$ cat src/hw/cpu_consts.svh
`ifndef CPU_CONSTS_SVH
`define CPU_CONSTS_SVH

// lanes issued per cycle
`define ISSUE_NUM 2

// general purpose registers
`define REG_NUM 32

// instruction words buffered between fetch and decode
`define INSTR_FIFO_DEPTH 8

`endif

$ cat src/hw/cpu_pkg.sv
package cpu_pkg;

typedef logic [31:0] uint32_t;
typedef logic [4:0]  reg_addr_t;
typedef logic [31:0] virt_t;

// zero value is the nop, so a cleared payload is a bubble
typedef enum logic [3:0] {
	OP_NOP,
	OP_ADDU,
	OP_SUBU,
	OP_AND,
	OP_OR,
	OP_XOR,
	OP_SLT,
	OP_SLTU,
	OP_ADDIU,
	OP_ANDI,
	OP_ORI,
	OP_LUI
} alu_op_t;

typedef struct packed {
	logic    valid;
	uint32_t instr;
	virt_t   vaddr;
} fetch_entry_t;

// entries consumed by decode, 0 to 2
typedef logic [1:0] fetch_ack_t;

// operand b already holds the extended immediate when one is used
typedef struct packed {
	logic      valid;
	alu_op_t   alu_op;
	uint32_t   a;
	uint32_t   b;
	reg_addr_t rd;
} pipeline_decode_t;

// rd of 0 writes nothing
typedef struct packed {
	logic      valid;
	reg_addr_t rd;
	uint32_t   wdata;
} pipeline_exec_t;

endpackage

$ cat src/hw/instr_exec.sv
`timescale 1ns/1ps

module instr_exec import cpu_pkg::*; (
	input  pipeline_decode_t data,
	output pipeline_exec_t   result
);

always_comb begin
	result.valid = data.valid;
	result.rd    = data.rd;
	result.wdata = '0;
	case (data.alu_op)
		// wrapping add, no overflow trap
		OP_ADDU, OP_ADDIU: result.wdata = data.a + data.b;
		OP_SUBU:           result.wdata = data.a - data.b;
		OP_AND, OP_ANDI:   result.wdata = data.a & data.b;
		OP_OR, OP_ORI:     result.wdata = data.a | data.b;
		OP_XOR:            result.wdata = data.a ^ data.b;
		OP_SLT: begin
			result.wdata = {31'h0, $signed(data.a) < $signed(data.b)};
		end
		OP_SLTU: begin
			result.wdata = {31'h0, data.a < data.b};
		end
		// immediate comes in already shifted
		OP_LUI:            result.wdata = data.b;
		default: begin
			result.rd = '0;
		end
	endcase
end

endmodule

$ cat config.mk
export PLATFORM = sky130hd
export DESIGN_NAME = instr_exec
export DESIGN_NICKNAME = d
export VERILOG_FILES = /design/src/hw/cpu_consts.svh /design/src/hw/cpu_pkg.sv /design/src/hw/instr_exec.sv
export SDC_FILE = /design/constraint.sdc
export NUM_CORES = 1
export LEC_CHECK = 0
export ABC_AREA = 1
export BUFFER_PORTS_ARGS = -buffer_cell sky130_fd_sc_hd__buf_2
export CORE_MARGIN = 10
export CORE_UTILIZATION = 60
export DETAILED_ROUTE_END_ITERATION = 6
export GPL_TIMING_DRIVEN = 0
export PLACE_DENSITY_LB_ADDON = 0.25
export SYNTH_ARGS = -nofsm -noshare
export SYNTH_HDL_FRONTEND = slang
export SYNTH_SLANG_ARGS = --single-unit
$ cat constraint.sdc
create_clock -name vclk -period 2.6
set_clock_uncertainty 0.15 [all_clocks]
set_input_delay 0.26 -clock vclk [all_inputs]
set_output_delay 0.26 -clock vclk [all_outputs]
set_load 0.02 [all_outputs]
=== Yosys cells after proc, flatten, opt, wreduce, memory -nomap -nowiden ===
Index checks and enable logic that the tools add are counted.

* Add/sub/neg operators: 2
* Order comparisons: 2
* Eq/ne operators: 11
* Mux-type cells: 2
* Bitwise operators: 3
* Reductions and logical operators: 4

{| class="wikitable"
|+ Operators with widths
! kind !! number
|-
| $pmux 32 s8 || 1
|-
| $lt 32x32->1 || 2
|-
| $add 32x32->32 || 1
|-
| $and 32x32->32 || 1
|-
| $or 32x32->32 || 1
|-
| $sub 32x32->32 || 1
|-
| $xor 32x32->32 || 1
|-
| $eq 4x3->1 const B || 4
|-
| $eq 4x4->1 const B || 4
|-
| $reduce_or 11->1 || 1
|-
| $eq 4x2->1 const B || 2
|-
| $reduce_or 2->1 || 3
|-
| $mux 5 || 1
|-
| $eq 4x1->1 const B || 1
|}

* Bits in registers: 0
* Input port bits: 74

=== Logic depth before layout (Yosys ltp) ===
* Word-level depth: 3
* Depth in mapped cells: 16
* Mapped depth without buffers: 15

=== Worst setup path after synthesis ===
Ideal clock, no wire load.

* Path type: in2out
* Start point: input port data[37] in the netlist's numbering
* End point: output port result[10] in the netlist's numbering
* Arrival time: 1.821 ns
* Required time: 2.190 ns
* Slack: 0.369 ns
* Cell stages on the path: 10
* Cell sequence: inv_1 -> ha_1 -> fa_1 -> inv_1 -> nand3_1 -> nand3_2 -> nand2_1 -> nand2_1 -> a21oi_1 -> o21ai_0

{| class="wikitable"
|+ RTL lines
! element !! line !! source
|-
| start, declared || instr_exec.sv:4 || <nowiki>input pipeline_decode_t data,</nowiki>
|-
| end, declared || instr_exec.sv:5 || <nowiki>output pipeline_exec_t result</nowiki>
|}

==> flow_summary.toml <==
[run_status]
outcome = "finished with violations"
violations = "DRC, setup timing"

[final_layout]
nNetsFinal = 1633
final-seq-area_um2 = 0
area_growth_syn_to_layout_pct = 20.4
num-fill-cells = 1041
layout-drive-gt1-share_pct = 21.9
num-clock-buffers = 0
n_sequential_cell = 0
fin_cells = 1585
diodes = 0
utilization_pct = 74.4

[sta]
setup_ws_ns = -0.00440
setup_viol = 1
tightestPinTransition_ns = 0.798
fmax_ghz = 0.384
rsz0062_at_grt = "true"
slew_headroom_pct = 46.8
hold_violations = 0
finalCritPeriodShare_pct = 100
maxSlewViolCount = 0
period_minus_slack_ns = 2.60

[global_routing]
grt.overflow.total = 0
grt_max_degree = 11
grt_use_total_pct = 30.0
grt_pass1_wl_um = 40300
first_global_vias = 8146
antenna_found_initial = 0

[floorplanning]
start_util_pct = 61.8
rows = 38
die_y_um = 126
fp.coreArea_mm2 = 0.0109
io_pins = 112
dieArea_mm2 = 0.0159
die_x_um = 126

[clock_network]
cts_hold_buf = 0

[critical_path]
path_cells = "buf_2 -> inv_1 -> ha_2 -> nand2_1 -> nor2_1 -> nand3_2 -> nand3_4 -> nand3_1 -> nand2_1 -> nand2_1 -> nand3_1 -> nand3_1 -> buf_2"
cp-start-kind = "input pin"
cp_slowest_stage_delay_ns = 0.44
arrival_ns = 2.19
cpMaxStageDelayCell = "ha_2"
critPathKind = "input pin to primary output"
worstPathMaxFanout = 6
endpoint_kind = "primary output"
required_ns = 2.19
startpoint = "data[15]"

[placement]
gp_congestion = 1.08
dp_hpwl_um = 21000
dpl.cell_count = 1581
port_buffers = 111

[synthesis]
ys_seq_area_share_pct = 0
syn_area_per_cell_um2 = 5.08
synth_fp_nets = 1516
synth_cells = 1330
synthDistinctLibCells = 41
netlist_area_mm2 = 0.00676
yosys_warnings = 0

[min_path]
hold_depth = 2
hold_path_end = "result[37]"
hold_start = "data[73]"
hp-class = "input pin to primary output"

[route]
avgViaCountPerCell = 5.72
wl_um = 26400
drtIter0Drc = 1250
post_drt_wl_per_cell_um = 16.7
num_vias = 9074
drc = 4
drt_pass1_iterations = 7
ant_nets = 0

[power]
ir_drop_mv = 0.146
p_per_area_mw_per_mm2 = 222
leakage_uw = 0.00483

[run]
cap_violations = 0
critical path, delay by kind of cell:
kind / cells / cell delay (ns)
adder cells (fa/ha/maj): 1 / 0.44
buffers and inverters: 3 / 0.37
AND/OR/NAND/NOR: 9 / 1.12
report_power, final:
| group | internal (uW) | switching [uW] | total, uW |
|---|---|---|---|
| registers | 0 | 0 | 0 |
| clock network | 0 | 0 | 0 |
| logic | 589 | 1220 | 1800 |
| total | 589 | 1220 | 1800 |
final cells by class:
class	count	area (um2)	area share (%)
Inverter	297	1120	13.7
Timing Repair Buffer	116	626	7.69
Tap cell	140	175	2.15
Multi-Input combinational cell	999	5980	73.5
Buffer	33	241	2.97
kinds of logic (layout without fill, tap and decap cells):
group	Yosys count	count (layout)	synth area share (%)
AOI/OAI and AO/OA	168	168	15.0
xor gates and xnor gates	1	1	0.130
adders and majority gates	112	112	21.0
buffers and inverters	331	446	19.6
and+or+nand+nor	718	718	44.3
routing by layer:
layer / track usage [%] / vias up / share of wire (%)
li1: - / 4368 / -
met1: 40.3 / 4031 / 40
met2: 46.4 / 589 / 42
met3: 7.42 / 86 / 14
met4: 8.51 / 0 / 4.1
met5: 0 / - / 0
Yosys cell counts (2+ instances only):
library cell	instances	area, um2
o221ai_1	5	43.8
inv_2	6	22.5
nand2_1	434	1630
buf_4	7	52.6
inv_1	290	1090
a21oi_1	56	280
nor2_2	14	87.6
o211ai_1	6	45.0
clkbuf_2	4	20.0
nand3_1	110	551
o21bai_1	7	52.6
nor4_1	2	12.5
nand2_2	5	31.3
nor3_1	11	55.1
nor2_1	121	454
o2111ai_1	5	43.8
a22oi_1	4	30.0
nand4_1	8	50.1
buf_2	19	95.1
nand3_2	5	50.1
a221oi_1	2	17.5
buf_6	3	33.8
nor2_4	2	22.5
fa_1	2	40.0
o22ai_1	33	206
ha_1	110	1380
a211oi_1	9	67.6
o21ai_0	37	185
per-stage QoR:
step	hold slack, ns	setup TNS [ns]	worst slack [ns]	total power (uW)	area (um2)
floorplan	0.483	0	0.369	1050	6760
global placement	0.593	-0.327	-0.0798	1510	7490
detailed placement	0.595	-0.574	-0.124	1530	7490
CTS	0.595	0	0.00221	1550	7520
global route	0.603	-0.487	-0.0750	1960	8140
finish	0.593	-0.00440	-0.00440	1800	8140
layout by cell type (no fill, tap or decap), types with 14 or more instances in the layout:
master	count
nand2_1	392
buf_4	22
nor2_2	28
a21oi_2	22
o21ai_0	30
inv_1	282
buf_2	113
inv_2	14
o22ai_1	33
nand3_1	103
a21oi_1	33
nor2_4	16
ha_1	97
nand2_2	45
nor2_1	93
worst max-delay path by stage:
stage	end	slack, ns
6_report	result[20]	-0.004
5_1_grt	result[16]	-0.07
4_1_cts	result[23]	0.002
3_5_place_dp	result[15]	-0.12
3_3_place_gp	result[31]	-0.08
2_1_floorplan	result[10]	0.37
timing repair:
action                                 4_1_cts  5_1_grt
endpoints found under the hold margin        0        0
setup endpoints to repair                   13       25
pin swaps                                    0       14
resized for setup                           11      181
setup buffers                                0        5
No activity file was read; power rests on OpenSTA's default activity.
