`config.mk`:
```
export PLATFORM = sky130hd
export DESIGN_NAME = decode_and_issue
export DESIGN_NICKNAME = d
export VERILOG_FILES = /design/src/hw/cpu_pkg.sv /design/src/hw/decode_and_issue.sv
export VERILOG_INCLUDE_DIRS = /design/src /design/src/hw
export SDC_FILE = /design/constraint.sdc
export NUM_CORES = 1
export LEC_CHECK = 0
export BUFFER_PORTS_ARGS = -buffer_cell sky130_fd_sc_hd__buf_4
export CAP_MARGIN = 5
export CORE_AREA = 5 5 223 225
export DETAILED_ROUTE_END_ITERATION = 12
export DIE_AREA = 0 0 228 230
export PLACE_DENSITY = 0.48
export REMOVE_ABC_BUFFERS = 1
export SLEW_MARGIN = 5
export SYNTH_ARGS = -nofsm -noshare
export SYNTH_HDL_FRONTEND = slang
export SYNTH_SLANG_ARGS = --single-unit
```
`constraint.sdc`:
```
create_clock -name vclk -period 2.25
set_input_delay 0.1125 -clock vclk [all_inputs]
set_output_delay 0.1125 -clock vclk [all_outputs]
set_load 0.02 [all_outputs]
```
`src/hw/cpu_consts.svh`:
```
`ifndef CPU_CONSTS_SVH
`define CPU_CONSTS_SVH

// lanes issued per cycle
`define ISSUE_NUM 2

// general purpose registers
`define REG_NUM 32

// instruction words buffered between fetch and decode
`define INSTR_FIFO_DEPTH 8

`endif

```
`src/hw/cpu_pkg.sv`:
```
package cpu_pkg;

typedef logic [31:0] uint32_t;
typedef logic [4:0]  reg_addr_t;
typedef logic [31:0] virt_t;

// zero value is the nop, so a cleared payload is a bubble
typedef enum logic [3:0] {
	OP_NOP,
	OP_ADDU,
	OP_SUBU,
	OP_AND,
	OP_OR,
	OP_XOR,
	OP_SLT,
	OP_SLTU,
	OP_ADDIU,
	OP_ANDI,
	OP_ORI,
	OP_LUI
} alu_op_t;

typedef struct packed {
	logic    valid;
	uint32_t instr;
	virt_t   vaddr;
} fetch_entry_t;

// entries consumed by decode, 0 to 2
typedef logic [1:0] fetch_ack_t;

// operand b already holds the extended immediate when one is used
typedef struct packed {
	logic      valid;
	alu_op_t   alu_op;
	uint32_t   a;
	uint32_t   b;
	reg_addr_t rd;
} pipeline_decode_t;

// rd of 0 writes nothing
typedef struct packed {
	logic      valid;
	reg_addr_t rd;
	uint32_t   wdata;
} pipeline_exec_t;

endpackage

```
`src/hw/decode_and_issue.sv`:
```
`timescale 1ns/1ps
`include "cpu_consts.svh"

module decode_and_issue import cpu_pkg::*; (
	input  fetch_entry_t     [`ISSUE_NUM-1:0]   fetch_entry,
	output fetch_ack_t                          issue_num,
	output reg_addr_t        [2*`ISSUE_NUM-1:0] reg_raddr,
	input  uint32_t          [2*`ISSUE_NUM-1:0] reg_rdata,
	input  pipeline_exec_t   [`ISSUE_NUM-1:0]   pipeline_exec,
	input  pipeline_exec_t   [`ISSUE_NUM-1:0]   pipeline_wb,
	output pipeline_decode_t [`ISSUE_NUM-1:0]   pipeline_decode
);

alu_op_t   [`ISSUE_NUM-1:0] op;
reg_addr_t [`ISSUE_NUM-1:0] rs, rt, dst;
uint32_t   [`ISSUE_NUM-1:0] imm;
uint32_t   [`ISSUE_NUM-1:0] fwd_rs, fwd_rt;
logic      [`ISSUE_NUM-1:0] use_rs, use_rt, use_imm;
logic      [`ISSUE_NUM-1:0] issue_lane;
logic                       dep;

// anything unrecognized, including the zero word, is a nop
function automatic alu_op_t decode_op(input uint32_t instr);
	alu_op_t res;
	res = OP_NOP;
	case (instr[31:26])
		6'h00: begin
			case (instr[5:0])
				6'h21: res = OP_ADDU;
				6'h23: res = OP_SUBU;
				6'h24: res = OP_AND;
				6'h25: res = OP_OR;
				6'h26: res = OP_XOR;
				6'h2a: res = OP_SLT;
				6'h2b: res = OP_SLTU;
				default: res = OP_NOP;
			endcase
		end
		6'h09: res = OP_ADDIU;
		6'h0c: res = OP_ANDI;
		6'h0d: res = OP_ORI;
		6'h0f: res = OP_LUI;
		default: res = OP_NOP;
	endcase
	return res;
endfunction

// EX over WB, lane 1 over lane 0
function automatic uint32_t forward(
	input reg_addr_t                        addr,
	input uint32_t                          rf_value,
	input pipeline_exec_t [`ISSUE_NUM-1:0]  ex,
	input pipeline_exec_t [`ISSUE_NUM-1:0]  wb
);
	uint32_t value;
	value = rf_value;
	for (int i = 0; i < `ISSUE_NUM; i++)
		if (wb[i].valid && wb[i].rd == addr)
			value = wb[i].wdata;
	for (int i = 0; i < `ISSUE_NUM; i++)
		if (ex[i].valid && ex[i].rd == addr)
			value = ex[i].wdata;
	if (addr == '0)
		value = '0;
	return value;
endfunction

always_comb begin
	for (int i = 0; i < `ISSUE_NUM; i++) begin
		op[i]      = decode_op(fetch_entry[i].instr);
		rs[i]      = fetch_entry[i].instr[25:21];
		rt[i]      = fetch_entry[i].instr[20:16];
		use_rs[i]  = 1'b0;
		use_rt[i]  = 1'b0;
		use_imm[i] = 1'b0;
		dst[i]     = '0;
		imm[i]     = '0;
		case (op[i])
			OP_ADDU, OP_SUBU, OP_AND, OP_OR, OP_XOR, OP_SLT, OP_SLTU: begin
				use_rs[i] = 1'b1;
				use_rt[i] = 1'b1;
				dst[i]    = fetch_entry[i].instr[15:11];
			end
			OP_ADDIU: begin
				use_rs[i]  = 1'b1;
				use_imm[i] = 1'b1;
				dst[i]     = rt[i];
				imm[i]     = {{16{fetch_entry[i].instr[15]}}, fetch_entry[i].instr[15:0]};
			end
			OP_ANDI, OP_ORI: begin
				use_rs[i]  = 1'b1;
				use_imm[i] = 1'b1;
				dst[i]     = rt[i];
				imm[i]     = {16'h0, fetch_entry[i].instr[15:0]};
			end
			OP_LUI: begin
				use_imm[i] = 1'b1;
				dst[i]     = rt[i];
				imm[i]     = {fetch_entry[i].instr[15:0], 16'h0};
			end
			default: ;
		endcase
	end
end

// second of the pair waits if it reads what the first writes
assign dep = (dst[0] != '0)
	&& ((use_rs[1] && rs[1] == dst[0]) || (use_rt[1] && rt[1] == dst[0]));

assign issue_lane[0] = fetch_entry[0].valid;
assign issue_lane[1] = fetch_entry[0].valid && fetch_entry[1].valid && !dep;
assign issue_num     = issue_lane[1] ? 2'd2 : (issue_lane[0] ? 2'd1 : 2'd0);

always_comb begin
	for (int i = 0; i < `ISSUE_NUM; i++) begin
		reg_raddr[2*i]     = rs[i];
		reg_raddr[2*i + 1] = rt[i];
		fwd_rs[i] = forward(rs[i], reg_rdata[2*i], pipeline_exec, pipeline_wb);
		fwd_rt[i] = forward(rt[i], reg_rdata[2*i + 1], pipeline_exec, pipeline_wb);
		pipeline_decode[i] = '0;
		if (issue_lane[i]) begin
			pipeline_decode[i].valid  = 1'b1;
			pipeline_decode[i].alu_op = op[i];
			pipeline_decode[i].a      = fwd_rs[i];
			pipeline_decode[i].b      = use_imm[i] ? imm[i] : fwd_rt[i];
			pipeline_decode[i].rd     = dst[i];
		end
	end
end

endmodule

```
-- After elaboration in Yosys (flattened, before gate mapping)
Cells that the tools add are included.
- input port bits: 410
- register bits: 0
- memory bits (writable): 0
- bits in latches: 0
- memories kept: 0
- output and inout bits: 170
- ROM bits: 0
- word-level logic and storage cells: 137
- div/mod/pow operators: 0
- bitwise operators: 0
- $lt $le $gt $ge: 0
- mux-type cells: 38
- reduce and logical (&&, ||, !) cells: 37
- multiply operators: 0
- $add $sub $neg: 0
- shifts and indexed selects: 0
- eq/ne operators: 62
- operators by type and width (cell ; number):
    $mux 32 ; 22
    $pmux 32 s3 ; 2
    $mux 74 ; 2
    $eq 5x5->1 ; 18
    $eq 6x6->1 const B ; 14
    $eq 6x4->1 const B ; 8
    $pmux 3 s7 ; 2
    $pmux 4 s5 ; 2
    $eq 4x3->1 const B ; 8
    $eq 4x4->1 const B ; 8
    $logic_and 1x1->1 ; 21
    $logic_not 5->1 ; 4
    $pmux 5 s2 ; 2
    $eq 4x2->1 const B ; 4
    $reduce_or 7->1 ; 2
    $logic_not 6->1 ; 2
    $reduce_or 10->1 ; 1
    $eq 4x1->1 const B ; 2
    $reduce_or 4->1 ; 2
    $mux 1 ; 5
    $reduce_bool 5->1 ; 1
    $reduce_or 2->1 ; 2
    $mux 2 ; 1
    $logic_not 1->1 ; 1
    $logic_or 1x1->1 ; 1

-- Longest topological paths before layout
- word-level depth: 13
- depth in mapped cells: 10
- depth with buffers taken out: 7

-- Least setup slack after synthesis
No wires, ideal clock.
- path kind: input-to-output
- start: input port fetch_entry[60] (netlist bit)
- end: output port pipeline_decode[26] (netlist bit)
- data arrival time: 2750 ps
- required time: 2138 ps
- buffers on the path: 1
- setup slack: -612 ps
- cell stages on the path: 7
- cells stage by stage: or4b_2 a2111oi_0 o21ai_1 nor2_2 buf_4 a21oi_1 a2111oi_0
- RTL lines (item ; RTL line ; RTL):
    start, declared ; decode_and_issue.sv:5 ; input fetch_entry_t [`ISSUE_NUM-1:0] fetch_entry,
    end, declared ; decode_and_issue.sv:11 ; output pipeline_decode_t [`ISSUE_NUM-1:0] pipeline_decode

==> run_results.csv <==
group,metric,value,unit
run_status,status,"complete, but fails checks",
run_status,violations,"setup timing",
layout,fin_cells,2628,
setup_path,critPathKind,"in -> out",
min_path,whs_path_depth,2,
sta,fmax,345,MHz
setup_path,critPathBufInv,5,
layout,final_area,17900,um^2
sta,rsz0062_at_grt,"yes",
route,ant_nets,0,
yosys,yosys.area_share.simple,0.270,
placement,dpl.hpwl,59700,um
yosys,synthTopCellsByArea,"a211oi_1 (15%), mux2i_1 (12%), nor2_1 (8.9%)",
floorplan,core_area,47300,um^2
global_route,grt_overflow_total,0,
layout,layout_commonest_cell,"buf_4",
run,drv_cap,0,
route,vias_per_cell,5.58,
sta,finalCritPeriodShare,1.29,
setup_path,slowest_delay,0.54,ns
floorplan,num_rows,80,
route,drt_iter0_drc,1411,
min_path,hold_start,"fetch_entry[115]",
pwr,switching_share,0.532,
placement,dp_cells,2573,
route,drt-total-wl,77500,um
layout,final_layout_size_suffix_gt1_frac,0.551,
route,drt_first_pass_iters,6,
global_route,grt_pass1_wl,104000,um
yosys,netlist_instances,1330,
layout,seq_cells,0,
yosys,seq_area_frac_synth,0,
placement,port_buffers,516,
pwr,p_seq_frac,0,
yosys,synth_compound_area_frac,0.412,
global_route,grt_pass1_vias,14400,
placement,dp_slack,-0.879,ns
pwr,p_switching,1.84,mW
yosys,yosys.area.top_type,"a211oi_1",
setup_path,endpoint_kind,"output port",
pwr,p_leak,7.36,nW
global_route,antenna_found_initial,5,
route,drc,0,
placement,gp_congestion,0.960,
global_route,grt_max_degree,35,
sta,setup_viol,116,
global_route,grt_usage,0.261,
setup_path,arrival,2.79,ns
pwr,internal-power,1.62,mW
sta,hold_viol_final,0,
min_path,min_to,"reg_raddr[17]",
layout,register_area,0,um^2
yosys,synthAdderAreaFrac,0,
floorplan,die_h,230,um
setup_path,cp-start-kind,"input pin",
sta,setup_slack,-0.650,ns
layout,final_core_util,0.377,
setup_path,worst-path-max-fanout,11,
route,vias,14700,
setup_path,path_cells,"buf_8 -> or4_4 -> nor2_4 -> buf_6 -> a31o_2 -> xor2_1 -> or4_4 -> o21ai_4 -> buf_12 -> buf_6 -> nor4_4 -> buf_4",
floorplan,die_area,52400,um^2
clock_network,cts_hold_buffers,0,
setup_path,crit_required,2.14,ns
layout,num-fill-cells,4958,
yosys,synth_xor_area_frac,0.0971,
pwr,ir_drop,0.123,mV
placement,placedInstanceArea,15000,um^2
setup_path,crit_slowest_cell,"or4_4",
pwr,powerDensity,194,nW/um^2
sta,slew_headroom,0.271,
yosys,synth_top_area_share,0.148,
pwr,clockPowerShare,0,
sta,period_minus_slack,2.90,ns
yosys,syn_avg_cell_area,6.17,um^2
yosys,syn_area,8210,um^2
layout,mostFrequentLayoutCells,"buf_4 (702), nor2_1 (176), nand2_1 (113)",
yosys,ys_types,63,
min_path,hold_path.class,"in -> out",
pwr,finalPower,3.46,mW
pwr,share_comb_of_total_power,1.000,
route,wl_per_cell,29.5,um
floorplan,boundaryPins,580,
yosys,synth_top_family_by_area,"compound AO/OA/AOI/OAI gates",
layout,fin_nets,2423,
layout,n_clock_buffer,0,
floorplan,die_w,228,um
sta,worstMarginPinSlew,1.09,ns
layout,syn_to_final_growth,118,%
yosys,muxShareOfSynthArea,0.118,
sta,drv_slew,0,
floorplan,initial_core_util,0.173,
yosys,ys_warn_count,0,
setup_path,critical-path-top-delay-family,"simple AND/OR/NAND/NOR gates",
## synth_stat cells, types with 3 or more instances
cell type  count
nor3_1        12
a21boi_0      16
inv_1          7
clkbuf_1     127
o311a_1       15
and2_1        10
buf_4         30
a311o_1        4
xnor2_1       23
mux2i_1       97
a32oi_1        4
or4_1          3
a31o_2         3
a21oi_1       99
nor4_1        63
nand2_1      114
a2111oi_0     15
a311oi_1      17
nor2_1       194
buf_2         18
nand3_1       29
xor2_1        68
o21ai_0       57
o211a_1        5
buf_1          4
o21ai_1        4
a22oi_1        9
o2bb2ai_1     31
a211oi_1     162
o221ai_1      17
and3_1        31
## power by group through the flow
stage	Combinational, mW	Clock (mW)	Sequential [mW]
floorplan	0.994	0	0
global placement	2.93	0	0
detailed placement	2.93	0	0
CTS	3.11	0	0
global route	3.62	0.0000000594	0
finish	3.46	0.000000119	0
## logic make-up after synthesis
| group | after synthesis |
|---|---|
| buffers and inverters | 187 |
| muxes | 97 |
| and+or+nand+nor | 478 |
| AOI/OAI and AO/OA | 477 |
| xor gates and xnor gates | 91 |
## how the worst max path moves through the flow
stage,startpoint,to,slack [ns],cells after the start
after floorplan,pipeline_wb[34],pipeline_decode[79],-2.20,7
after global placement,fetch_entry[60],pipeline_decode[115],-0.83,12
after detailed placement,fetch_entry[60],pipeline_decode[115],-0.88,12
after CTS,fetch_entry[59],pipeline_decode[95],-0.61,13
after global routing,fetch_entry[60],pipeline_decode[130],-0.67,13
final,fetch_entry[60],pipeline_decode[130],-0.65,12
## layer usage
metal | up-vias | share of wire | track usage
li1 | 6389 | - | -
met1 | 7071 | 0.39 | 0.317
met2 | 1000 | 0.47 | 0.451
met3 | 195 | 0.091 | 0.0597
met4 | 4 | 0.048 | 0.0932
met5 | - | 0.00044 | 0
## per-stage QoR
| stage | hold slack [ns] | setup TNS, ns |
|---|---|---|
| CTS | 0.509 | -55.21 |
| finish | 0.507 | -56.07 |
| global placement | 0.505 | -60.64 |
| floorplan | 0.225 | -150.55 |
| detailed placement | 0.511 | -62.80 |
| global route | 0.517 | -61.46 |
## final cells by class
cell class	count	area (um^2)	share of cell area
repair buffers	860	7720	0.432
diodes	2	5.00	0.000280
inverters	7	26.3	0.00147
well taps	615	769	0.0431
multi-input cells	1144	9350	0.523
## what timing repair did
item / in CTS / in global routing
resized for setup: 143 / 291
endpoints found under the setup margin: 140 / 140
pin swaps: 43 / 52
buffers inserted: 21 / 35
gates cloned: 3 / 7
No activity file was read; power rests on OpenSTA's default activity.
