--- src/hw/cpu_consts.svh ---
`ifndef CPU_CONSTS_SVH
`define CPU_CONSTS_SVH

// lanes issued per cycle
`define ISSUE_NUM 2

// general purpose registers
`define REG_NUM 32

// instruction words buffered between fetch and decode
`define INSTR_FIFO_DEPTH 8

`endif

--- src/hw/pipe_reg.sv ---
`timescale 1ns/1ps

module pipe_reg #(
	parameter type T     = logic [31:0],
	parameter int  LANES = 2
) (
	input  logic           clk,
	input  logic           rst,
	input  logic           flush,
	input  logic           stall,
	input  logic           stall_next,
	input  T [LANES-1:0]   d,
	output T [LANES-1:0]   q
);

// a bubble goes on when this stage holds but the next one moves on
always_ff @(posedge clk or posedge rst) begin
	if (rst) begin
		q <= '0;
	end else if (flush || (stall && !stall_next)) begin
		q <= '0;
	end else if (!stall) begin
		q <= d;
	end
end

endmodule

--- config.mk ---
export PLATFORM = sky130hd
export DESIGN_NAME = pipe_reg
export DESIGN_NICKNAME = d
export VERILOG_FILES = /design/src/hw/cpu_consts.svh /design/src/hw/pipe_reg.sv
export SDC_FILE = /design/constraint.sdc
export NUM_CORES = 1
export LEC_CHECK = 0
export BUFFER_PORTS_ARGS = -buffer_cell sky130_fd_sc_hd__buf_2
export CORE_MARGIN = 2
export CORE_UTILIZATION = 47
export CTS_BUF_LIST = sky130_fd_sc_hd__clkbuf_4 sky130_fd_sc_hd__clkbuf_8 sky130_fd_sc_hd__clkbuf_16
export DETAILED_ROUTE_END_ITERATION = 10
export GPL_TIMING_DRIVEN = 0
export HOLD_SLACK_MARGIN = 0.12
export PLACE_DENSITY = 0.8
export SLEW_MARGIN = 10
export SYNTH_ARGS = -nofsm -noshare
export SYNTH_HDL_FRONTEND = slang
export SYNTH_SLANG_ARGS = --single-unit
export TNS_END_PERCENT = 5
--- constraint.sdc ---
create_clock -name clk -period 2.3 [get_ports clk]
set_input_delay 0.115 -clock clk [delete_from_list [all_inputs] [get_ports clk]]
set_output_delay 0.115 -clock clk [all_outputs]
set_load 0.01 [all_outputs]
# After elaboration in Yosys (flattened, before gate mapping)
# Index checks and enable logic that the tools add are counted.
# word_totals
input_bits,69
reg_bits,64
output_inout_bits,64
# classes
n_reduce_logical,3
mux,2
n_eq_ne,1
# op_table
operator,count
64-bit 2-to-1 mux,2
"2-bit by 1-bit != test with 1-bit output, second input constant",1
1-bit logical AND,1
1-bit zero test,1
1-bit logical OR,1

# Depth between registers and ports, before layout
# Gate-level depths: netlist (run 1).
# depth
ltp_word,4
mapped_depth,5

# Worst setup path after synthesis (run 1)
# Ideal clock, no wire load.
# synth_timing
path_type,input port to flip-flop
from,input port stall_next
to,register q[29] in the netlist's numbering
t_required_ns,2.227
setup_slack_ns,1.556
n_path_buf,2
arrival_time_ns,0.671
setup_time_ns,0.073
stages,4
path_cell_list,buf_2 > buf_4 > nand3_2 > a21oi_2
# synth_between
elab_chain_len,4
elab_cells_between_ends,5
classes_between,1 x eq/ne; 1 x mux; 3 x reduce/logical
# synth_rtl
element,line_no,rtl
from (decl),pipe_reg.sv:11,"input logic stall_next,"
1-bit zero test *,pipe_reg.sv:20,end else if (flush || (stall && !stall_next)) begin
1-bit logical AND *,pipe_reg.sv:20,
1-bit logical OR *,pipe_reg.sv:20,
2-bit by 1-bit != test with 1-bit output (no line) / 64-bit 2-to-1 mux (equally long branches),--,
to (signal assigned),pipe_reg.sv:19,q <= '0;
to (signal assigned),pipe_reg.sv:21,q <= '0;
to (signal assigned),pipe_reg.sv:23,q <= d;
to (decl),pipe_reg.sv:13,output T [LANES-1:0] q
# Mark *: on every way between the ends. The rest lies on a longest branch, timed or not.
# A chain may end at the register's enable or synchronous reset.

# Final worst setup path (run 1)
# layout_timing
from,input port d[50] in the netlist's numbering
to,register q[50] in the netlist's numbering
# layout_between
elab_chain_len,2
# layout_rtl
element,line_no,rtl
from (decl),pipe_reg.sv:12,"input T [LANES-1:0] d,"
64-bit 2-to-1 mux,pipe_reg.sv:22,end else if (!stall) begin
64-bit 2-to-1 mux,pipe_reg.sv:20,
# No other way between the ends. The select of a mux whose other input is x is not followed.

==> results of run 1 <==
cell usage in the layout, fill, tap and decap left out:
cell type / count
clkbuf_1: 8
clkinv_2: 2
dlygate4sd3_1: 69
a21oi_1: 44
buf_8: 1
buf_6: 1
nand3_1: 44
buf_2: 143
dfrtp_1: 64
buf_4: 2
clkbuf_4: 3
inv_4: 1
buf_12: 2
nand3_2: 20
a21oi_2: 20
clkbuf_8: 10
nand2b_1: 64
clkinvlp_4: 1
worst max-delay path, stage by stage:
cell           delay [ns]
dlygate4sd3_1        0.54
buf_2                0.13
nand2b_1             0.07
a21oi_1              0.06
dlygate4sd3_1        0.58
power groups by stage:
stage               clock network (mW)  registers [mW]  logic, mW
floorplan                            0            1.25      0.179
global route                     0.932            1.21      0.494
finish                           0.858            1.21      0.455
CTS                              0.880            1.21      0.450
detailed placement                   0            1.23      0.360
global placement                     0            1.23      0.352
worst max-delay path by stage:
stage / endpoint / cells after the start
after floorplan: q[0]$_DFFE_PP0P_ / 1
after global placement: q[43]$_DFFE_PP0P_ / 2
after detailed placement: q[6]$_DFFE_PP0P_ / 3
after CTS: q[50]$_DFFE_PP0P_ / 5
after global routing: q[50]$_DFFE_PP0P_ / 5
final: q[50]$_DFFE_PP0P_ / 5
metal layers:
layer  track usage  up-vias
met2         0.446      106
met4         0.126        0
met1         0.308     1406
met5             0        -
li1              -     1387
met3        0.0346       26
cells by family after synthesis:
logic type,Yosys count,synth area share
and+or+nand+nor,128,0.273
DFF,64,0.533
AOI/OAI and AO/OA,64,0.132
buffers and inverters,29,0.0617
cell type report:
class	instances	area (µm²)	area share
Buffer	28	181	0.0393
Inverter	1	6.26	0.00136
Clock buffer	13	160	0.0347
Multi-Input combinational cell	192	1220	0.263
Tap cell	77	96.3	0.0209
Timing Repair Buffer	198	1340	0.290
Clock inverter	3	17.5	0.00380
Sequential cell	64	1600	0.347
==> metrics.txt, run 1 <==
Hold-fix buffers, CTS 69; Max-slew headroom 0.485; Max FO, Critical Path 1; met2 wire len 4.74 mm; switching power 660 µW; global-route wire length before repair 14.2 mm; Post-Route Setup TNS 0 ns; post-synth top area share 0.533; cell count after placement between 400 and 500; via count around 2,900; worst min-delay path endpoint q[23]$_DFFE_PP0P_; WP data required between 2 and 3 ns; crit path kind primary input to flop; Post-synth EDFFs 0; Crit Reg-Reg Endpoint q[50]$_DFFE_PP0P_; critical path endpoint category flop; Initial Utilization 0.478; vias in the first global route a little over 3,000; post-DR wirelength/cell roughly 15 µm; initial drt markers between 100 and 150; area leader, netlist dfrtp_1; post-layout util 0.735; Top reg by flops q; GRT overflow 0; Net Sw Frac 0.262; Least-Margin Pin Slew 0.773 ns; post-route design area around 4600 µm²; Leakage between 2 and 2.5 nW; Worst Path Arrival roughly 1.5 ns; hold_ws ~0.18 ns; syn_nets between 300 and 400; number of diodes 0; top layer in use met4; worst setup margin 1.01 ns; Peak supply drop 0.389 mV; worst hold start stall_next; total CTS buffers 9; Worst Hold Depth 3; Worst-path clk slew around 0.06 ns; max FFs per register between 60 and 70; layout overhead on the synthesized area 53.7%; FP Rows 29; share of total power in combinational logic 0.180; ANT nets after route 0; Place WS between 1 and 1.5 ns; Worst setup SP type primary input; Pwr Density approximately 550 nW/µm²; path depth of the worst reg2reg path 3; post_cts resized 0; GRT Overall Usage 0.255; most area-consuming cells after synthesis dfrtp_1 53%, nand2b_1 13%, a21oi_1 7.3%, nand3_1 7.3%, nand3_2 6.7%; routed vias/inst 5.08; cell area after placement 3750 µm²; metal1 wirelength 3.43 mm; synthesized area between 3000 and 4000 µm²; clock sinks 64; setup bufs post-CTS 0; Avg Inst Size Synth between 10 and 15 µm²; Int Power ~1.9 mW; Chip Height around 84 µm; initial antenna violation count 0; RSZ-0062 raised after global routing no; clk root buf clkbuf_8; FF-to-FF Start q[50]$_DFFE_PP0P_; synth unique cells 13; Final period util 0.562; GPL Wtd Cong ~0.79; TritonCTS clock tree done; IO buf count about 130; clk buf depth 2; most frequent cells after synthesis 64 x dfrtp_1, 64 x nand2b_1, 44 x a21oi_1, 44 x nand3_1; DRC 0; Seq cells post-synth 64; Most used DFF post-synth dfrtp_1; drt total wl around 8.8 mm; share of post-route cells with drive strength above 1 0.413; minimum clock period 1.29 ns; DIE AREA between 7000 and 8000 µm²; R2R Setup Slk ~1.1 ns; DP HPWL between 5 and 6 mm; skew final 0 ns; Max Slew Vio Count 0; layout net count around 560; Worst Hold Class primary input to flop; DIE WIDTH between 80 and 90 µm; Skew-Pair Late Insertion Delay 0.32 ns; Seq/Total Area, Yosys 0.533; met3 wire len roughly 330 µm; Async S/R FF share, synth 1.00; Gate Count Post-Synth around 290; maximum capacitance violations 0; Sequential Power Share 0.479; Regs by FF count q x64; post-route insts no fill roughly 580; clock power share 0.341; Peak Freq slightly below 800 MHz; Fillers 460; largest net degree at the start of global routing 65; htree depth 3; Core Region about 6300 µm²; Worst Setup SP d[50]; Pwr Total about 2.5 mW; status finished, final reports clean; Ys Warns 0; DRT Pass-1 Iters 4; count of final setup violators 0; Top Ports between 100 and 150; final hold vios 0
No activity file was read; power rests on OpenSTA's default activity.
==> run 2: changes to the inputs <==
clock period = 1.25 ns   (was 2.3 ns; I/O delays follow)
==> run 2 against run 1 <==
Net effect: largest power group unchanged; worst hold slack got worse by 0.036 ns; sequential share of layout area decreased by 0.68 points; clock skew unchanged; non-clock buffer count is 4 higher; register-to-register slack worse by 1.1 ns; cell count increased by 0.52%; flip-flop and latch count is the same; routed wire length up 0.91%; global-route usage barely moved; first-iteration DRC count is 3.2% higher; critical endpoint is now q[52]$_DFFE_PP0P_; highest routed layer unchanged; final area up 2.0%; total power increased by 95%.
==> metrics.txt, run 2 (synthesis gave the netlist of run 1 again) <==
Initial Utilization 0.478 (unchanged); Pwr Density 1040 nW/µm² (+91%); drt total wl 8.85 mm (+0.91%); clk root buf clkbuf_8; TritonCTS clock tree done; Worst Path Arrival 1.44 ns (-0.05 ns); RSZ-0062 raised after global routing yes; Place WS 0.350 ns (-0.971 ns); DIE AREA 7040 µm² (unchanged); Worst Setup SP d[52]; max FFs per register 64 (unchanged); GR Util met3 0.0326 (-0.00198); WP data required 1.45 ns (-1.05 ns); Peak Freq slightly above 800 MHz; GR peak layer met2; Sequential Power Share 0.452 (-0.027); FF-to-FF Start q[53]$_DFFE_PP0P_; DIE WIDTH 83.9 µm (unchanged); global-route wire length before repair 14.3 mm (+1.0%); final hold vios 0 (unchanged); worst hold start stall_next; htree depth 3 (unchanged); number of diodes 0 (unchanged); GPL Wtd Cong 0.743 (-6.4%); post-layout util 0.750 (+0.0148); GRT Overall Usage 0.255 (-0.000269); minimum clock period about 1.2 ns; Regs by FF count q x64; setup bufs post-CTS 0 (unchanged); switching power 1.24 mW (+88%); post-route design area 4710 µm² (+2.0%); Peak supply drop 0.735 mV (+89%); GRT overflow 0 (unchanged); Top Ports 133 (unchanged); crit path kind primary input to flop; count of final setup violators 0 (unchanged); initial antenna violation count 0 (unchanged); clk buf depth 2 (unchanged); DP HPWL 5.35 mm (+0.40%); Chip Height 83.9 µm (unchanged); clock sinks 64 (unchanged); critical path endpoint category flop; Final period util 0.989; Top reg by flops q; Fillers 446 (-3.0%); IO buf count 129 (unchanged); M1 GR Usage 0.307 (-0.000996); most frequent cells in the layout 143 x buf_2, 71 x dlygate4sd3_1, 64 x nand2b_1, 64 x dfrtp_1, 44 x nand3_1; Worst Hold Class primary input to flop; via count 2,981 (+1.9%); Core Region 6280 µm² (unchanged); Worst-path clk slew 0.07 ns (about the same); DRT Pass-1 Iters 6 (+2); Skew-Pair Late Insertion Delay 0.32 ns (about the same); skew final 0 ns (unchanged); maximum capacitance violations 0 (unchanged); largest net degree at the start of global routing 35 (-46%); status finished, final reports clean; vias in the first global route 3,006 (-0.43%); Net Sw Frac 0.253 (-0.00922); total CTS buffers 9 (unchanged); routed vias/inst 5.15 (+1.4%); ANT nets after route 0 (unchanged); Int Power 3.67 mW (+97%); M2 GR Usage 0.449 (+0.00364); Least-Margin Pin Slew 0.707 ns (-0.0653 ns); post-route insts no fill 579 (+0.52%); layout overhead on the synthesized area 56.8%; DRC 0 (unchanged); share of post-route cells with drive strength above 1 0.416 (+0.00351); post-DR wirelength/cell 15.3 µm (+0.39%); Max-slew headroom 0.527 (+0.0425); cell count after placement 492 (+0.20%); Max FO, Critical Path 1 (unchanged); layout net count 567 (+0.71%); most common cell after layout, fill and taps aside buf_2; cell area after placement 3770 µm² (+0.57%); Leakage 2.27 nW (+2.3%); hold_ws 0.146 ns (-0.0355 ns); Worst setup SP type primary input; FP Rows 29 (unchanged); clock power share 0.373 (+0.032); initial drt markers 130 (+3.2%); worst setup margin 0.0136 ns (-0.993 ns); Post-Route Setup TNS 0 ns (unchanged); Max Slew Vio Count 0 (unchanged); Pwr Total 4.91 mW (+95%); share of total power in combinational logic 0.175 (-0.005)
run 2: critical path, stage by stage:
cell           delay, ns
dlygate4sd3_1       0.56
buf_2               0.13
nand2b_1            0.08
a21oi_2             0.05
dlygate4sd3_1       0.56
run 2: area by class of cell:
cell class | count | area, µm² | area share
Sequential cell | 64 | 1600 | 0.340
Timing Repair Buffer | 202 | 1390 | 0.295
Multi-Input combinational cell | 192 | 1230 | 0.261
Buffer | 28 | 181 | 0.0385
Clock buffer | 12 | 165 | 0.0351
Tap cell | 77 | 96.3 | 0.0205
Clock inverter | 3 | 40.0 | 0.00850
Inverter | 1 | 7.51 | 0.00159
run 2: path summary, 6_finish.rpt:
check | slack (ns) | cells past startpoint | endpoint
max in group asynchronous | 0.25 | 4 | q[23]$_DFFE_PP0P_
hold / removal | 0.15 | 3 | q[21]$_DFFE_PP0P_
setup reg to reg | 0.02 | 3 | q[53]$_DFFE_PP0P_
setup / recovery | 0.01 | 5 | q[52]$_DFFE_PP0P_
hold reg to reg | 0.53 | 2 | q[19]$_DFFE_PP0P_
min in group asynchronous | 0.40 | 3 | q[47]$_DFFE_PP0P_
run 2: timing repair:
action	in CTS	in global routing
hold buffers	73	0
endpoints found under the setup margin	0	4
hold endpoints to repair	94	0
resized for setup	0	4
run 2: power by group through the flow:
stage,sequential [mW],clock [mW],combinational (mW)
final,2.22,1.83,0.857
after global routing,2.23,1.97,0.930
after CTS,2.22,1.86,0.845
after detailed placement,2.26,0,0.670
after global placement,2.25,0,0.649
after floorplan,2.30,0,0.330
run 2: per-layer routing:
layer,part of all wire,wire [µm]
met4,0.031,273
met5,0,0
met3,0.036,322
met2,0.53,4690
met1,0.40,3560
==> run 3: changes to the inputs <==
CORE_UTILIZATION = 43   (was 47)
PLACE_DENSITY = 0.77   (was 0.8)
clock period = 1.03 ns   (was 1.25 ns; I/O delays follow)
==> run 3 against run 2 <==
Net effect: sequential share of layout area is 0.22 points higher; flip-flop and latch count stayed put; sequential power is 21% higher; highest routed layer unchanged; largest cell class unchanged; via count is 1.4% lower; setup slack better by 0.083 ns.
==> metrics.txt, run 3 (synthesis gave the netlist of run 1 again) <==
Final period util 0.906; slowest stage delay, CP 0.40 ns (-0.16 ns); via count 2,938 (-1.4%); DIE AREA 7670 µm² (+8.8%); most common cell after layout, fill and taps aside buf_2; minimum clock period approximately 0.93 ns; Top delay family on crit path flip-flops; setup bufs post-CTS 0 (unchanged); Peak supply drop 0.858 mV (+17%); WP depth 1 (-4); Core Region 6790 µm² (+8.2%); Top Ports 133 (unchanged); clk root buf clkbuf_8; final hold vios 0 (unchanged); IO buf count 129 (unchanged); Leakage 2.22 nW (-2.1%); status finished, final reports clean; DRC 0 (unchanged); clk buf depth 2 (unchanged); post-DR wirelength/cell 14.8 µm (-3.0%); GPL Wtd Cong 0.753 (+1.3%); Max Slew Vio Count 0 (unchanged); most frequent cells in the layout 143 x buf_2, 67 x dlygate4sd3_1, 64 x nand2b_1, 64 x dfrtp_1; GRT Overall Usage 0.235 (-0.0196); WP data required 0.98 ns (-0.47 ns); Top reg by flops q; post-route design area 4680 µm² (-0.64%); ANT nets after route 0 (unchanged); htree depth 3 (unchanged); DRT Pass-1 Iters 4 (-2); Initial Utilization 0.442 (-0.0364); Worst Hold Depth 3 (unchanged); FP Rows 30 (+3.4%); Skew-Pair Late Insertion Delay 0.33 ns (about the same); Worst Hold Class primary input to flop; GRT overflow 0 (unchanged); max FFs per register 64 (unchanged); total CTS buffers 9 (unchanged); layout net count 563 (-0.71%); drt total wl 8.81 mm (-0.45%); DIE WIDTH 87.6 µm (+4.3%); Worst-path clk slew 0.07 ns (about the same); routed vias/inst 4.95 (-3.9%); maximum capacitance violations 0 (unchanged); post_cts resized 0 (unchanged); crit path kind flop to output port; RSZ-0062 raised after global routing no; Chip Height 87.6 µm (+4.3%); WP buf/inv 1 (-2); vias in the first global route 2,938 (-2.3%); number of diodes 0 (unchanged); DP HPWL 5.24 mm (-1.9%); layout overhead on the synthesized area 55.8%; Max FO, Critical Path 2 (+1); Worst setup SP type flop; Crit-path slowest cell dfrtp_1; Regs by FF count q x64; critical path endpoint category output port; count of final setup violators 0 (unchanged); Worst Path Arrival 0.88 ns (-0.56 ns); global-route wire length before repair 14.0 mm (-2.7%); path depth of the worst reg2reg path 2 (-1); largest net degree at the start of global routing 29 (-17%); Max-slew headroom 0.679 (+0.151); initial antenna violation count 0 (unchanged); hold_ws 0.189 ns (+0.0424 ns); Pwr Density 1260 nW/µm² (+21%); skew final 0 ns (unchanged); TritonCTS clock tree done; cell area after placement 3810 µm² (+1.2%); clock sinks 64 (unchanged); crit-path cells buf_2; Least-Margin Pin Slew 0.482 ns (-0.226 ns); initial drt markers 132 (+1.5%); share of post-route cells with drive strength above 1 0.416 (-0.000672); Peak Freq roughly 1100 MHz
[run 3: changes by cell type in the layout (fill, tap and decap cells not counted), sizes merged]
cell and delta:
dlygate4sd3 -4, buf +1, dlymetal6s4s -1, clkinv -1, clkinvlp +1
[run 3: cell type report]
class | count | area, µm²
Buffer | 28 | 181
Clock buffer | 12 | 153
Clock inverter | 3 | 42.5
Fill cell | 520 | 2120
Inverter | 1 | 7.51
Multi-Input combinational cell | 192 | 1220
Sequential cell | 64 | 1600
Tap cell | 96 | 120
Timing Repair Buffer | 198 | 1360
[run 3: path summary, 6_finish.rpt]
check | from | endpoint | slack, ns
min in group asynchronous | rst | q[9]$_DFFE_PP0P_ | 0.26
hold reg to reg | q[6]$_DFFE_PP0P_ | q[6]$_DFFE_PP0P_ | 0.53
setup / recovery | q[30]$_DFFE_PP0P_ | q[30] | 0.1
max in group asynchronous | rst | q[29]$_DFFE_PP0P_ | 0.13
setup reg to reg | q[3]$_DFFE_PP0P_ | q[3]$_DFFE_PP0P_ | 0.29
hold / removal | stall | q[44]$_DFFE_PP0P_ | 0.19
[run 3: power breakdown]
group          switching [mW]  leakage, nW  internal, mW
Sequential             0.0676        0.857          2.63
Clock                   0.936       0.0993          1.22
Combinational           0.507         1.27         0.525
[run 3: per-layer routing]
metal | vias up | GRT usage | wire, µm
met5 | - | 0 | 0
met4 | 0 | 0.116 | 308
met3 | 29 | 0.0434 | 335
met2 | 110 | 0.404 | 4590
met1 | 1414 | 0.283 | 3580
li1 | 1385 | - | -
[run 3: tightest hold or removal path: cells and delay by family]
| kind | cells | cell delay, ns |
|---|---|---|
| AO/OA/AOI/OAI | 1 | 0.05 |
| buffers and inverters | 1 | 0.23 |
| AND/OR/NAND/NOR | 1 | 0.15 |
[run 3: per-stage QoR]
step	TNS [ns]	power, mW	cells	utilization	setup slack (ns)
floorplan	0	3.19	285	-	0.292
global placement	-11.75	3.53	510	0.555	-0.187
detailed placement	0	3.56	512	0.561	0.125
CTS	0	5.91	594	0.689	0.0774
global route	0	6.13	594	0.689	0.0265
finish	0	5.88	594	0.689	0.0970
[run 3: what timing repair did]
action	CTS	global route
hold buffers	67	0
endpoints found under the hold margin	101	0
endpoints found under the setup margin	0	0
